## src/hw/div_defs.svh

```systemverilog
`ifndef DIV_DEFS_SVH
`define DIV_DEFS_SVH

`define DIV_XLEN      32  // Operand and result width.
`define DIV_TAG_W     7   // Physical register tag width.

// One quotient bit per stage.
`define DIV_STAGES    32

`define DIV_CPL_DEPTH 4   // Also the credit count after reset.
`define DIV_CPL_PTR_W 2

`endif

```

## src/hw/div_pkg.sv

```systemverilog
`include "div_defs.svh"

package div_pkg;

    typedef logic [`DIV_XLEN-1:0]    xlen_t;    // Operand, quotient or remainder.
    typedef logic [`DIV_TAG_W-1:0]   tag_t;     // Physical destination register.
    typedef logic [31:0]             pc_t;

    // Partial remainder handed from one step to the next.
    typedef logic [`DIV_XLEN-1:0]    rem_t;

    typedef logic [`DIV_CPL_PTR_W:0] credit_t;  // Counts 0 to DIV_CPL_DEPTH.

endpackage

```

## src/hw/div_issue.sv

```systemverilog
`timescale 1ns/10ps
`include "div_defs.svh"

module div_issue (
    input  logic           clk,
    input  logic           reset,
    input  logic           issue_valid,
    input  div_pkg::xlen_t issue_a,
    input  div_pkg::xlen_t issue_b,
    input  div_pkg::tag_t  issue_tag,
    input  div_pkg::pc_t   issue_pc,
    input  logic           issue_rem,
    input  logic           cpl_pop,
    output logic           issue_ready,
    output logic           s0_valid,
    output div_pkg::rem_t  s0_rem,
    output div_pkg::xlen_t s0_quo,
    output div_pkg::xlen_t s0_div,
    output div_pkg::tag_t  s0_tag,
    output div_pkg::pc_t   s0_pc,
    output logic           s0_sel_rem
);
    import div_pkg::*;

    credit_t credits;
    logic    accept;

    assign issue_ready = (credits != '0);  // A queue slot is reserved per issue.
    assign accept      = issue_valid && issue_ready;

    // Simultaneous issue and pop leave the count unchanged.
    always_ff @(posedge clk or posedge reset) begin
        if (reset) begin
            credits <= credit_t'(`DIV_CPL_DEPTH);
        end else if (accept && !cpl_pop) begin
            credits <= credits - 1'b1;
        end else if (cpl_pop && !accept) begin
            credits <= credits + 1'b1;
        end
    end

    always_ff @(posedge clk or posedge reset) begin
        if (reset) begin
            s0_valid <= 1'b0;
        end else begin
            s0_valid <= accept;  // Bubble when nothing enters.
        end
    end

    always_ff @(posedge clk) begin
        if (accept) begin
            s0_rem     <= '0;
            s0_quo     <= issue_a;  // Dividend bits shift out of the top.
            s0_div     <= issue_b;
            s0_tag     <= issue_tag;
            s0_pc      <= issue_pc;
            s0_sel_rem <= issue_rem;
        end
    end

endmodule

```

## config.mk

```make
export PLATFORM = sky130hd
export DESIGN_NAME = div_issue
export DESIGN_NICKNAME = d
export VERILOG_FILES = /design/src/hw/div_pkg.sv /design/src/hw/div_issue.sv
export VERILOG_INCLUDE_DIRS = /design/src /design/src/hw
export SDC_FILE = /design/constraint.sdc
export NUM_CORES = 1
export LEC_CHECK = 0
export BUFFER_PORTS_ARGS = -buffer_cell sky130_fd_sc_hd__buf_2
export CORE_AREA = 2 2 96 98
export DETAILED_ROUTE_END_ITERATION = 6
export DIE_AREA = 0 0 98 100
export PLACE_DENSITY = 0.79
export RECOVER_POWER = 50
export SKIP_CTS_REPAIR_TIMING = 1
export SLEW_MARGIN = 20
export SYNTH_ARGS = -nofsm -noshare
export SYNTH_HDL_FRONTEND = slang
export SYNTH_SLANG_ARGS = --single-unit
```

## constraint.sdc

```tcl
create_clock -name clk -period 5.51 [get_ports clk]
set_input_delay 1.102 -clock clk [delete_from_list [all_inputs] [get_ports clk]]
set_output_delay 1.102 -clock clk [all_outputs]
set_load 0.005 [all_outputs]
```

==> impl_results.md <==
- Run status: completed
- Yosys cell types: 14
- PnR worst setup slack: 2.90 ns
- Min-delay src: credits[2]
- Buffering stage count on the worst path with inverters included: 2
- Instance count of the mapped netlist: 155
- Clock insertion delay at the later pin of the skew report: 0.37 ns
- Flip-flop and latch count after synthesis: 108
- Cell with the largest stage delay on the worst path: sky130_fd_sc_hd__and2_4
- R2r endpoint: credits[2]
- Post-layout utilization of the core: 55.1%
- Initial DRC count: 68
- Critical path depth in cells: 8
- Worst-path fanout max: 52
- Post-DP HPWL: 5.80 mm
- RSZ-0062 raised after global routing: no
- Category of the worst setup path launch point: input port
- Cell family contributing the most delay on the critical path: adder cells
- Largest net degree at the start of global routing: 56
- Via count of the first global-routing pass: 2019
- Synth async-reset ratio: 3.70%
- Hold Fails Final Rpt: 0
- Count of final setup violators: 0
- Launch instance of the worst register-to-register path: credits[2]
- Antenna violations before repair: 2
- Total grt overflow: 0
- Total leakage power: 2.17 nW
- Core footprint: 8890 um^2
- Most used cell along the critical path: sky130_fd_sc_hd__xor2_1
- Row count: 35
- FMAX: 383 MHz
- Time the final worst path needs with I/O delays and setup: 2.61 ns
- Peak supply drop: 0.260 mV
- Number of routed nets with antenna violations: 0
- Clock slew at reported path FFs: 0.10 ns
- Fraction of final layout cells with drive strength greater than 1: 59.6%
- Type of the tightest min-delay check: flop to flop
- Setup TNS: 0 ns
- Required time at the endpoint of the critical path: 5.80 ns
- Biggest area contributors in the synthesized netlist: sky130_fd_sc_hd__edfxtp_1 (87%), sky130_fd_sc_hd__buf_4 (6.7%), sky130_fd_sc_hd__dfrtp_1 (2.1%)
- Final count of pins violating max slew: 0
- Total iterations of the first detailed-routing run: 4
- Setup slack of the worst register-to-register path: 3.04 ns
- Routed wire length: 7.44 mm
- Floorplan die area: 9800 um^2
- Relative slew margins: 54.9%
- Reg2Reg Depth: 8
- Clock skew: 0.0173 ns
- Via count: 2065
- Most frequent cells after synthesis: sky130_fd_sc_hd__edfxtp_1 (104), sky130_fd_sc_hd__buf_4 (32), sky130_fd_sc_hd__inv_1 (5)
- Final routed DRC violation total: 0
- Buffer levels on the longest clock path: 2
- Sequential element share of the synthesized area: 90.1%
- Power per standard cell area: 392 nW/um^2
- Data arrival time at the worst-slack endpoint: 2.91 ns
- Slew of the pin with the lowest slew margin: 0.677 ns
- Yosys warning count: 0
- Final estimated routing congestion in global placement: 0.718
- Share of the synthesized area in the top cell type: 87.2%
- Hold Worst Slack: 0.528 ns
- WL/cell: 15.0 um
- Post-synth top flop: sky130_fd_sc_hd__edfxtp_1
- Cells along the critical path: buf_2 > and2_4 > ha_1 > inv_1 > fa_1 > xor2_1 > nor2_1 > xor2_1
- Crit share post-route: 47.4%
- Maxcap violations: 0
- Area growth syn-to-layout: 36.7%
- Vias per std cell: 4.15
- Number of enable-type register cells in the synthesized netlist: 104
- Kind of critical path: input port to flop
- Nets: 489
- Clock buffers created by TritonCTS: 9
- Clock tree from TritonCTS: built
- Sink count of the clock tree: 108
- Clock tree root driver cell: sky130_fd_sc_hd__clkbuf_8
- Mean post-synth cell area: 23.1 um^2
- Hold EP: credits[2]
- Die Height: 100 um
- Setup slack after placement: 2.48 ns
- Worst stage delay on the critical path: 0.55 ns
- Synthesized cell area: 3580 um^2
- Capturing element type of the critical path: flop
- Most repeated cell in the gate-level netlist after synthesis: sky130_fd_sc_hd__edfxtp_1
- First-pass GRT wire length: 10.7 mm
- Starting utilization of the core area: 40.3%
- Count of port buffers added during placement: 213
- Post-synth top area cell: sky130_fd_sc_hd__edfxtp_1
- Die width: 98 um
- CTS HTree Levels: 3
- Hold Crit Depth: 1
- I/O Pins: 246
- Post-layout total power: 1.92 mW
- Launching instance or port of the critical path: issue_valid
- Tot GR Track Use: 14.6%
cell families (layout without fill, tap and decap cells):
logic type,after synthesis,after routing,share of synthesized area (%)
flip-flops,108,108,90.1
buffers and inverters,37,235,7.24
XOR/XNOR,3,3,0.734
AND/OR/NAND/NOR,3,3,0.664
adder cells (fa/ha/maj),2,2,0.909
other,1,34,0.105
multiplexers,1,1,0.280
cell usage in the layout, fill, tap and decap left out:
master | synthesis | routed
sky130_fd_sc_hd__or3_4 | 1 | 1
sky130_fd_sc_hd__xor2_1 | 2 | 2
sky130_fd_sc_hd__mux2i_1 | 1 | 1
sky130_fd_sc_hd__diode_2 | 0 | 2
sky130_fd_sc_hd__clkinv_4 | 0 | 2
sky130_fd_sc_hd__edfxtp_1 | 104 | 104
sky130_fd_sc_hd__clkbuf_8 | 0 | 9
sky130_fd_sc_hd__inv_8 | 0 | 2
sky130_fd_sc_hd__inv_12 | 0 | 1
sky130_fd_sc_hd__clkinv_8 | 0 | 1
sky130_fd_sc_hd__nor2_1 | 1 | 1
sky130_fd_sc_hd__fa_1 | 1 | 1
sky130_fd_sc_hd__buf_2 | 0 | 209
sky130_fd_sc_hd__bufinv_16 | 0 | 1
sky130_fd_sc_hd__ha_1 | 1 | 1
sky130_fd_sc_hd__inv_1 | 5 | 5
sky130_fd_sc_hd__buf_4 | 32 | 1
sky130_fd_sc_hd__clkbuf_1 | 0 | 4
sky130_fd_sc_hd__and2_4 | 1 | 1
sky130_fd_sc_hd__xnor2_1 | 1 | 1
sky130_fd_sc_hd__conb_1 | 1 | 32
sky130_fd_sc_hd__dfrtp_1 | 3 | 3
sky130_fd_sc_hd__dfstp_2 | 1 | 1
routing by layer:
| layer | global-route usage [%] | up-vias | wire length (um) |
|---|---|---|---|
| met3 | 6.82 | 13 | 840 |
| met5 | 0 | - | 0 |
| li1 | - | 961 | - |
| met4 | 6.41 | 0 | 155 |
| met2 | 22.9 | 130 | 3670 |
| met1 | 17.6 | 961 | 2770 |
registers in the layout (all words and copies together) (netlist names):
| register | cells |
|---|---|
| s0_pc | 32 |
| s0_tag | 7 |
| s0_div | 32 |
| s0_valid | 1 |
| s0_sel_rem | 1 |
| s0_quo | 32 |
| credits | 3 |
power by group:
group / total, mW / switching (mW) / internal [mW]
logic: 0.294 / 0.168 / 0.126
registers: 1.11 / 0.0358 / 1.07
clock network: 0.515 / 0.287 / 0.228
total: 1.92 / 0.491 / 1.43
worst max-delay path by stage:
stage                            end
final                     credits[2]
after detailed placement  credits[2]
after CTS                 credits[2]
after global routing      credits[2]
after global placement    credits[2]
after floorplan           credits[2]
worst reg2reg max path, cell delays in order (launching register included):
cell	delay, ns
sky130_fd_sc_hd__dfstp_2	0.55
sky130_fd_sc_hd__or3_4	0.12
sky130_fd_sc_hd__and2_4	0.55
sky130_fd_sc_hd__ha_1	0.31
sky130_fd_sc_hd__inv_1	0.06
sky130_fd_sc_hd__fa_1	0.38
sky130_fd_sc_hd__xor2_1	0.16
sky130_fd_sc_hd__nor2_1	0.13
sky130_fd_sc_hd__xor2_1	0.15
per-stage QoR:
step,cells,area [um^2]
global route,495,4890
detailed placement,479,4670
global placement,479,4670
CTS,495,4890
finish,497,4890
floorplan,186,3700
final cells by class:
class,instances,area (um^2)
antenna,2,5.00
clock buffer,9,124
clock inverter,7,103
fill,748,4000
inverter,5,18.8
multi-input combinational,41,213
sequential,108,3220
tap,111,139
timing repair buffer,214,1070
No activity file was read; power rests on OpenSTA's default activity.
