File: src/hw/div_defs.svh
`ifndef DIV_DEFS_SVH
`define DIV_DEFS_SVH

`define DIV_XLEN      32  // Operand and result width.
`define DIV_TAG_W     7   // Physical register tag width.

// One quotient bit per stage.
`define DIV_STAGES    32

`define DIV_CPL_DEPTH 4   // Also the credit count after reset.
`define DIV_CPL_PTR_W 2

`endif

File: src/hw/div_pkg.sv
`include "div_defs.svh"

package div_pkg;

    typedef logic [`DIV_XLEN-1:0]    xlen_t;    // Operand, quotient or remainder.
    typedef logic [`DIV_TAG_W-1:0]   tag_t;     // Physical destination register.
    typedef logic [31:0]             pc_t;

    // Partial remainder handed from one step to the next.
    typedef logic [`DIV_XLEN-1:0]    rem_t;

    typedef logic [`DIV_CPL_PTR_W:0] credit_t;  // Counts 0 to DIV_CPL_DEPTH.

endpackage

File: src/hw/div_cpl_fifo.sv
`timescale 1ns/10ps
`include "div_defs.svh"

module div_cpl_fifo (
    input  logic           clk,
    input  logic           reset,
    input  logic           res_valid,
    input  div_pkg::xlen_t res_data,
    input  div_pkg::tag_t  res_tag,
    input  div_pkg::pc_t   res_pc,
    input  logic           cpl_ready,
    output logic           cpl_valid,
    output div_pkg::xlen_t cpl_data,
    output div_pkg::tag_t  cpl_tag,
    output div_pkg::pc_t   cpl_pc,
    output logic           cpl_pop
);
    import div_pkg::*;

    xlen_t data_mem [0:`DIV_CPL_DEPTH-1];
    tag_t  tag_mem  [0:`DIV_CPL_DEPTH-1];
    pc_t   pc_mem   [0:`DIV_CPL_DEPTH-1];

    logic [`DIV_CPL_PTR_W-1:0] wr_ptr;
    logic [`DIV_CPL_PTR_W-1:0] rd_ptr;
    logic [`DIV_CPL_PTR_W:0]   count;

    assign cpl_valid = (count != '0);
    assign cpl_pop   = cpl_valid && cpl_ready;

    // Head entry goes straight to writeback.
    assign cpl_data = data_mem[rd_ptr];
    assign cpl_tag  = tag_mem[rd_ptr];
    assign cpl_pc   = pc_mem[rd_ptr];

    // Credits keep a free entry for every result still in the array.
    always_ff @(posedge clk) begin
        if (res_valid) begin
            data_mem[wr_ptr] <= res_data;
            tag_mem[wr_ptr]  <= res_tag;
            pc_mem[wr_ptr]   <= res_pc;
        end
    end

    always_ff @(posedge clk or posedge reset) begin
        if (reset) begin
            wr_ptr <= '0;
            rd_ptr <= '0;
            count  <= '0;
        end else begin
            if (res_valid) begin
                wr_ptr <= wr_ptr + 1'b1;  // Wraps with the power-of-two depth.
            end
            if (cpl_pop) begin
                rd_ptr <= rd_ptr + 1'b1;
            end
            if (res_valid && !cpl_pop) begin
                count <= count + 1'b1;
            end else if (cpl_pop && !res_valid) begin
                count <= count - 1'b1;
            end
        end
    end

endmodule

File: config.mk
export PLATFORM = sky130hd
export DESIGN_NAME = div_cpl_fifo
export DESIGN_NICKNAME = d
export VERILOG_FILES = /design/src/hw/div_pkg.sv /design/src/hw/div_cpl_fifo.sv
export VERILOG_INCLUDE_DIRS = /design/src /design/src/hw
export SDC_FILE = /design/constraint.sdc
export NUM_CORES = 1
export LEC_CHECK = 0
export BUFFER_PORTS_ARGS = -buffer_cell sky130_fd_sc_hd__buf_4
export CAP_MARGIN = 20
export CORE_MARGIN = 2
export CORE_UTILIZATION = 40
export DETAILED_ROUTE_END_ITERATION = 16
export RECOVER_POWER = 100
export REMOVE_ABC_BUFFERS = 1
export SKIP_CTS_REPAIR_TIMING = 1
export SYNTH_ARGS = -nofsm -noshare
export SYNTH_HDL_FRONTEND = slang
export SYNTH_SLANG_ARGS = --single-unit
export TNS_END_PERCENT = 20
File: constraint.sdc
create_clock -name clk -period 3.2 [get_ports clk]
set_input_delay 0.16 -clock clk [delete_from_list [all_inputs] [get_ports clk]]
set_output_delay 0.16 -clock clk [all_outputs]
set_load 0.03 [all_outputs]
==> key figures, run 1 <==
Synth
  • Yosys top cell area share: 79.56%
  • Synth Area in Simple Gates: 0.4786%
  • Netlist cell types: 18
  • Main combinational cell family by area after synthesis: multiplexers
  • FF+latch count, synth: 291
  • Largest cells by area after synthesis: edfxtp_1, mux4_2, dfrtp_1, buf_12, ha_1
  • Synthesized area: 10,720 um2
  • Post-Synth Adder-Cell Area: 0.7704%
  • Post-synthesis compound-gate area fraction: 0.04669%
  • Synthesized area per cell: 26.40 um2
  • Mux share of post-synthesis cell area: 15.06%
  • Part of the Yosys area used for sequential elements: 81.20%
  • Cell taking the most area after synthesis: edfxtp_1
  • Syn Inst Count: 406
  • Fraction of synthesized cell area in xor and xnor cells: 0.4903%
  • Syn. warnings: 0

Detailed routing
  • Wire length per cell: 19.55 um
  • Vias: 4,990
  • Antenna Nets Post-Route: 0
  • Vias per inst: 4.950
  • DRC: 0
  • Iteration-0 DRC Markers: 266
  • Drt total wl: 19.71 mm
  • DRT Pass-1 Iters: 6

STA
  • Max_slew headroom: -19.92%
  • Fmax: 359.9 MHz
  • Worst setup margin: 0.4216 ns
  • RSZ-0062 raised after global routing: false
  • Setup tns final: 0 ns
  • Worst hold slack: 0.03858 ns
  • Max Clock Skew: 0.008755 ns
  • Final Max Tran Viols: 62
  • Final hold viol count: 0
  • Final setup violation count: 0
  • Slew @ Worst Pin: 1.799 ns
  • Post-layout minimum cycle time: 2.778 ns
  • Period utilization: 86.82%

Floorplanning
  • # rows: 59
  • Die H: 167.7 um
  • Die area: 28,120 um2
  • Core area: 26,210 um2
  • # IOs: 148
  • Initial Util: 40.90%
  • Chip width: 167.7 um

GRT
  • Largest net degree at the start of global routing: 53
  • Number of global-route vias before repair: 5,254
  • Initial antenna violation count: 0
  • Congestion Overflow GR: 0
  • First-pass GRT wire length: 29.99 mm
  • Overall routing resource usage: 13.96%

Clock tree
  • Max Buffers Root-to-Sink: 3
  • CTS tree: yes
  • Number of CTS-inserted buffers: 30
  • Clock Sinks: 291
  • Clock slew seen by the registers of the worst setup and hold paths: 0.06 ns
  • H-tree Lvls: 1
  • CTS Root Cell: clkbuf_16
  • Clk_lat worst skew: 0.53 ns

Cells and area
  • Number of diodes: 0
  • Commonest non-fill, non-tap cells in the layout: edfxtp_1, clkbuf_1, dlygate4sd3_1
  • Final std cells w/o fill: 1,008
  • P&R area growth vs syn: 25.33%
  • Most common cell after layout, fill and taps aside: edfxtp_1
  • Final instance area: 13,430 um2
  • Layout cells sized above 1: 24.07%
  • NumNets Final: 730
  • Filler cells: 2,142
  • Multi-input combinational cell area: 1804 um2
  • Register Area: 8707 um2

Critical path
  • R2R depth: 4
  • Data required, critical path: 3.04 ns
  • Setup crit end kind: primary output
  • Crit path kind: flop to primary output
  • Worst Path Arrival: 2.62 ns
  • Crit path max fanout: 52
  • Startpoint types: flop

Power
  • Maximum vdd drop: 0.0005765 V
  • Power per cell area: 960.3 nW/um2
  • Static Leak: 4.407 nW

Placed design
  • DP Worst Slack: 1.118 ns
  • RePlAce Congestion: 0.6961
  • Hpwl dp: 11.27 mm
  • Placed Cells: 879
  • DP Area: 12,200 um2
  • Buffers on Ports: 147

Flow run
  • MaxCap Viol Count: 2

Outcome
  • Failing checks: capacitance limit, slew limit
  • Status: complete, but fails checks

Min path
  • Hold Path Stages: 4
  • Min-Delay Path Class: primary input to flop
## final timing paths
kind / from / endpoint / slack [ns]
max reg2reg: wr_ptr[1] / data_mem[1][27] / 0.50
max: rd_ptr[1] / cpl_pc[22] / 0.42
min: cpl_ready / rd_ptr[0] / 0.04
max in group asynchronous: reset / rd_ptr[0] / 2.85
min in group asynchronous: reset / wr_ptr[0] / 0.11
min reg2reg: count[2] / count[2] / 0.47
## critical path, stage by stage, from the launching register on
cell and delay [ns]:
dfrtp_1 1.06, buf_12 0.41, mux4_2 0.36, clkbuf_1 0.23
## metal layers
metal | GRT usage [%] | wire length, um
met5 | 0 | 0
met4 | 4.083 | 373
met3 | 3.002 | 861
met2 | 24.17 | 10030
met1 | 17.87 | 8441
## kinds of logic (layout without fill, tap and decap cells)
family                   count (synthesis)  after routing
AO/OA/AOI/OAI                            1              1
XOR/XNOR                                 6              6
adder cells (fa/ha/maj)                  6              6
buffers and inverters                   21            288
flip-flops                             291            291
multiplexers                            72             72
AND/OR/NAND/NOR                          9              9
## per-stage QoR
stage / total power [W] / util, %
3_3_place_gp: 0.009934 / 46.54
2_1_floorplan: 0.008348 / -
4_1_cts: 0.01336 / 50.21
6_report: 0.01290 / 51.26
3_5_place_dp: 0.01001 / 46.54
5_1_grt: 0.01350 / 51.26
## registers in the layout, summed over array words and instances (netlist names)
name,flops
count,3
data_mem,128
pc_mem,128
rd_ptr,2
tag_mem,28
wr_ptr,2
## Yosys cell counts (all sizes together)
library cell  instances
inv                   5
nor2                  1
o21ai                 1
dfrtp                 7
ha                    5
and2                  4
buf                  16
mux2                  1
edfxtp              284
mux4                 71
xor2                  4
nand2                 3
fa                    1
or3                   1
xnor2                 2
## layout make-up
type                       instances  area share [%]
inverter                           5          0.1397
sequential                       291           64.81
clock inverter                    18           1.192
tap                              335           3.120
timing repair buffer             227           11.33
clock buffer                      38           5.970
multi-input combinational         94           13.43
## power breakdown
group          internal, W  total, W  switching, W
Combinational      0.00163   0.00434       0.00271
Clock              0.00200   0.00334       0.00133
Sequential         0.00500   0.00523      0.000223
Total              0.00864    0.0129       0.00426
Power figures use the tool's default switching activity.
==> inputs of run 2 (changes only) <==
--- a/config.mk
+++ b/config.mk
@@ -11,6 +11,7 @@
 export CORE_MARGIN = 2
 export CORE_UTILIZATION = 40
 export DETAILED_ROUTE_END_ITERATION = 16
+export MAX_ROUTING_LAYER = met4
 export RECOVER_POWER = 100
 export REMOVE_ABC_BUFFERS = 1
 export SKIP_CTS_REPAIR_TIMING = 1
==> run 2 against run 1 <==
  * Cell area unchanged
  * Largest cell class unchanged
  * Combinational power is essentially flat
  * Total power about the same
  * Cell count unchanged
  * First-iteration DRC count is 14% higher
  * Sequential share of layout area stayed put
  * The run still ends with capacitance limit, slew limit left
  * Wire length hardly changed
  * Critical path depth did not move
  * Sequential power hardly changed
  * Via count down 0.36%
  * Critical endpoint is now cpl_data[8]
==> key figures, run 2 (synthesis results as in run 1) <==
Placed design
  • Buffers on Ports: 147 (unchanged)
  • Hpwl dp: 11.27 mm (unchanged)
  • RePlAce Congestion: 0.7037 (+1.1%)

Critical path
  • Worst Path Arrival: 2.62 ns (about the same)
  • Data required, critical path: 3.04 ns (about the same)
  • Crit path kind: flop to primary output
  • Crit path max fanout: 52 (unchanged)
  • Reg2Reg Setup Slack: 0.48 ns (-0.02 ns)
  • Setup crit end kind: primary output
  • Startpoint types: flop

Detailed routing
  • Iteration-0 DRC Markers: 303 (+14%)
  • Wire length per cell: 19.54 um (about the same)
  • Vias per inst: 4.933 (-0.36%)
  • Wire length on met3: 910 um (+5.7%)
  • Vias: 4,972 (-0.36%)
  • Drt total wl: 19.70 mm (about the same)
  • Met1 WL: 8.359 mm (-0.97%)
  • DRC: 0 (unchanged)
  • DRT Pass-1 Iters: 6 (unchanged)
  • Routed wl met2: 10.03 mm (about the same)
  • Top sig layer: met4
  • Antenna Nets Post-Route: 0 (unchanged)

Clock tree
  • Clock slew seen by the registers of the worst setup and hold paths: 0.06 ns (about the same)
  • Clk_lat worst skew: 0.53 ns (about the same)
  • CTS tree: yes
  • Max Buffers Root-to-Sink: 3 (unchanged)
  • H-tree Lvls: 1 (unchanged)
  • CTS Root Cell: clkbuf_16
  • Clock Sinks: 291 (unchanged)
  • Number of CTS-inserted buffers: 30 (unchanged)

Cells and area
  • Layout cells sized above 1: 24.07% (unchanged)
  • Commonest non-fill, non-tap cells in the layout: edfxtp_1, clkbuf_1, dlygate4sd3_1
  • Number of diodes: 0 (unchanged)
  • Largest registers: data_mem: 128 flops, pc_mem: 128 flops, tag_mem: 28 flops
  • Most common cell after layout, fill and taps aside: edfxtp_1
  • NumNets Final: 730 (unchanged)
  • Final Util: 51.26% (unchanged)
  • P&R area growth vs syn: 25.33% (unchanged)

STA
  • Final setup violation count: 0 (unchanged)
  • Slew @ Worst Pin: 1.790 ns (-0.008413 ns)
  • Period utilization: 86.82% (about the same)
  • Final hold viol count: 0 (unchanged)
  • Final Max Tran Viols: 62 (unchanged)
  • Max Clock Skew: 0.008765 ns (+0.00001066 ns)
  • Max_slew headroom: -19.36% (+0.56 points)
  • Setup tns final: 0 ns (unchanged)
  • RSZ-0062 raised after global routing: false
  • Post-layout minimum cycle time: 2.778 ns (-0.0001380 ns)
  • Fmax: 359.9 MHz (about the same)

Floorplanning
  • # rows: 59 (unchanged)
  • Die area: 28,120 um2 (unchanged)
  • Core area: 26,210 um2 (unchanged)
  • # IOs: 148 (unchanged)
  • Initial Util: 40.90% (unchanged)
  • Die H: 167.7 um (unchanged)
  • Chip width: 167.7 um (unchanged)

GRT
  • Overall routing resource usage: 14.41% (+0.44 points)
  • Number of global-route vias before repair: 5,254 (unchanged)
  • First-pass GRT wire length: 29.97 mm (about the same)
  • Largest net degree at the start of global routing: 53 (unchanged)
  • Congestion Overflow GR: 0 (unchanged)
  • Initial antenna violation count: 0 (unchanged)

Power
  • Power, Total: 0.01290 W (about the same)
  • Power per cell area: 960.1 nW/um2 (about the same)
  • Static Leak: 4.407 nW (unchanged)
  • Maximum vdd drop: 0.0005773 V (+0.13%)

Outcome
  • Status: complete, but fails checks
  • Failing checks: capacitance limit, slew limit

Min path
  • Min-Delay Path Class: primary input to flop

Flow run
  • MaxCap Viol Count: 2 (unchanged)
## run 2: final cells by class
| cell class | count | area (um2) |
|---|---|---|
| tap | 335 | 419.2 |
| clock buffer | 38 | 802.0 |
| timing repair buffer | 227 | 1523 |
| sequential | 291 | 8707 |
| multi-input combinational | 94 | 1804 |
| clock inverter | 18 | 160.2 |
| inverter | 5 | 18.77 |
| fill | 2142 | 12770 |
## run 2: worst paths after layout
check                          start              end  cells after the start
max                        rd_ptr[1]      cpl_data[8]                      3
min                        cpl_ready        rd_ptr[0]                      4
max in group asynchronous      reset        rd_ptr[0]                      3
min in group asynchronous      reset        wr_ptr[0]                      3
min reg2reg                 count[2]         count[2]                      1
max reg2reg                wr_ptr[1]  data_mem[1][27]                      4
## run 2: routing by layer
layer	vias up	GRT usage, %
met5	-	-
met4	0	4.083
met3	35	2.931
met2	134	24.17
met1	2571	17.95
li1	2232	-
## run 2: stage by stage
stage	hold slack, ns	setup WS (ns)	cells	instance area [um2]
4_1_cts	-0.4627	0.6398	935	13160
5_1_grt	0.07075	0.2785	1008	13430
3_3_place_gp	0.1144	1.223	879	12200
6_report	0.03497	0.4218	1008	13430
2_1_floorplan	-0.03660	-0.6923	390	10530
3_5_place_dp	0.1163	1.118	879	12200
## run 2: power breakdown
part	leakage (nW)	internal, W	switching, W
Sequential	2.69	0.00500	0.000222
Combinational	1.24	0.00163	0.00271
Clock	0.474	0.00200	0.00133
Total	4.41	0.00864	0.00426
## run 2: critical path: stages (launching register included)
cell and delay (ns):
dfrtp_1 1.05, buf_12 0.41, mux4_2 0.40, buf_4 0.19
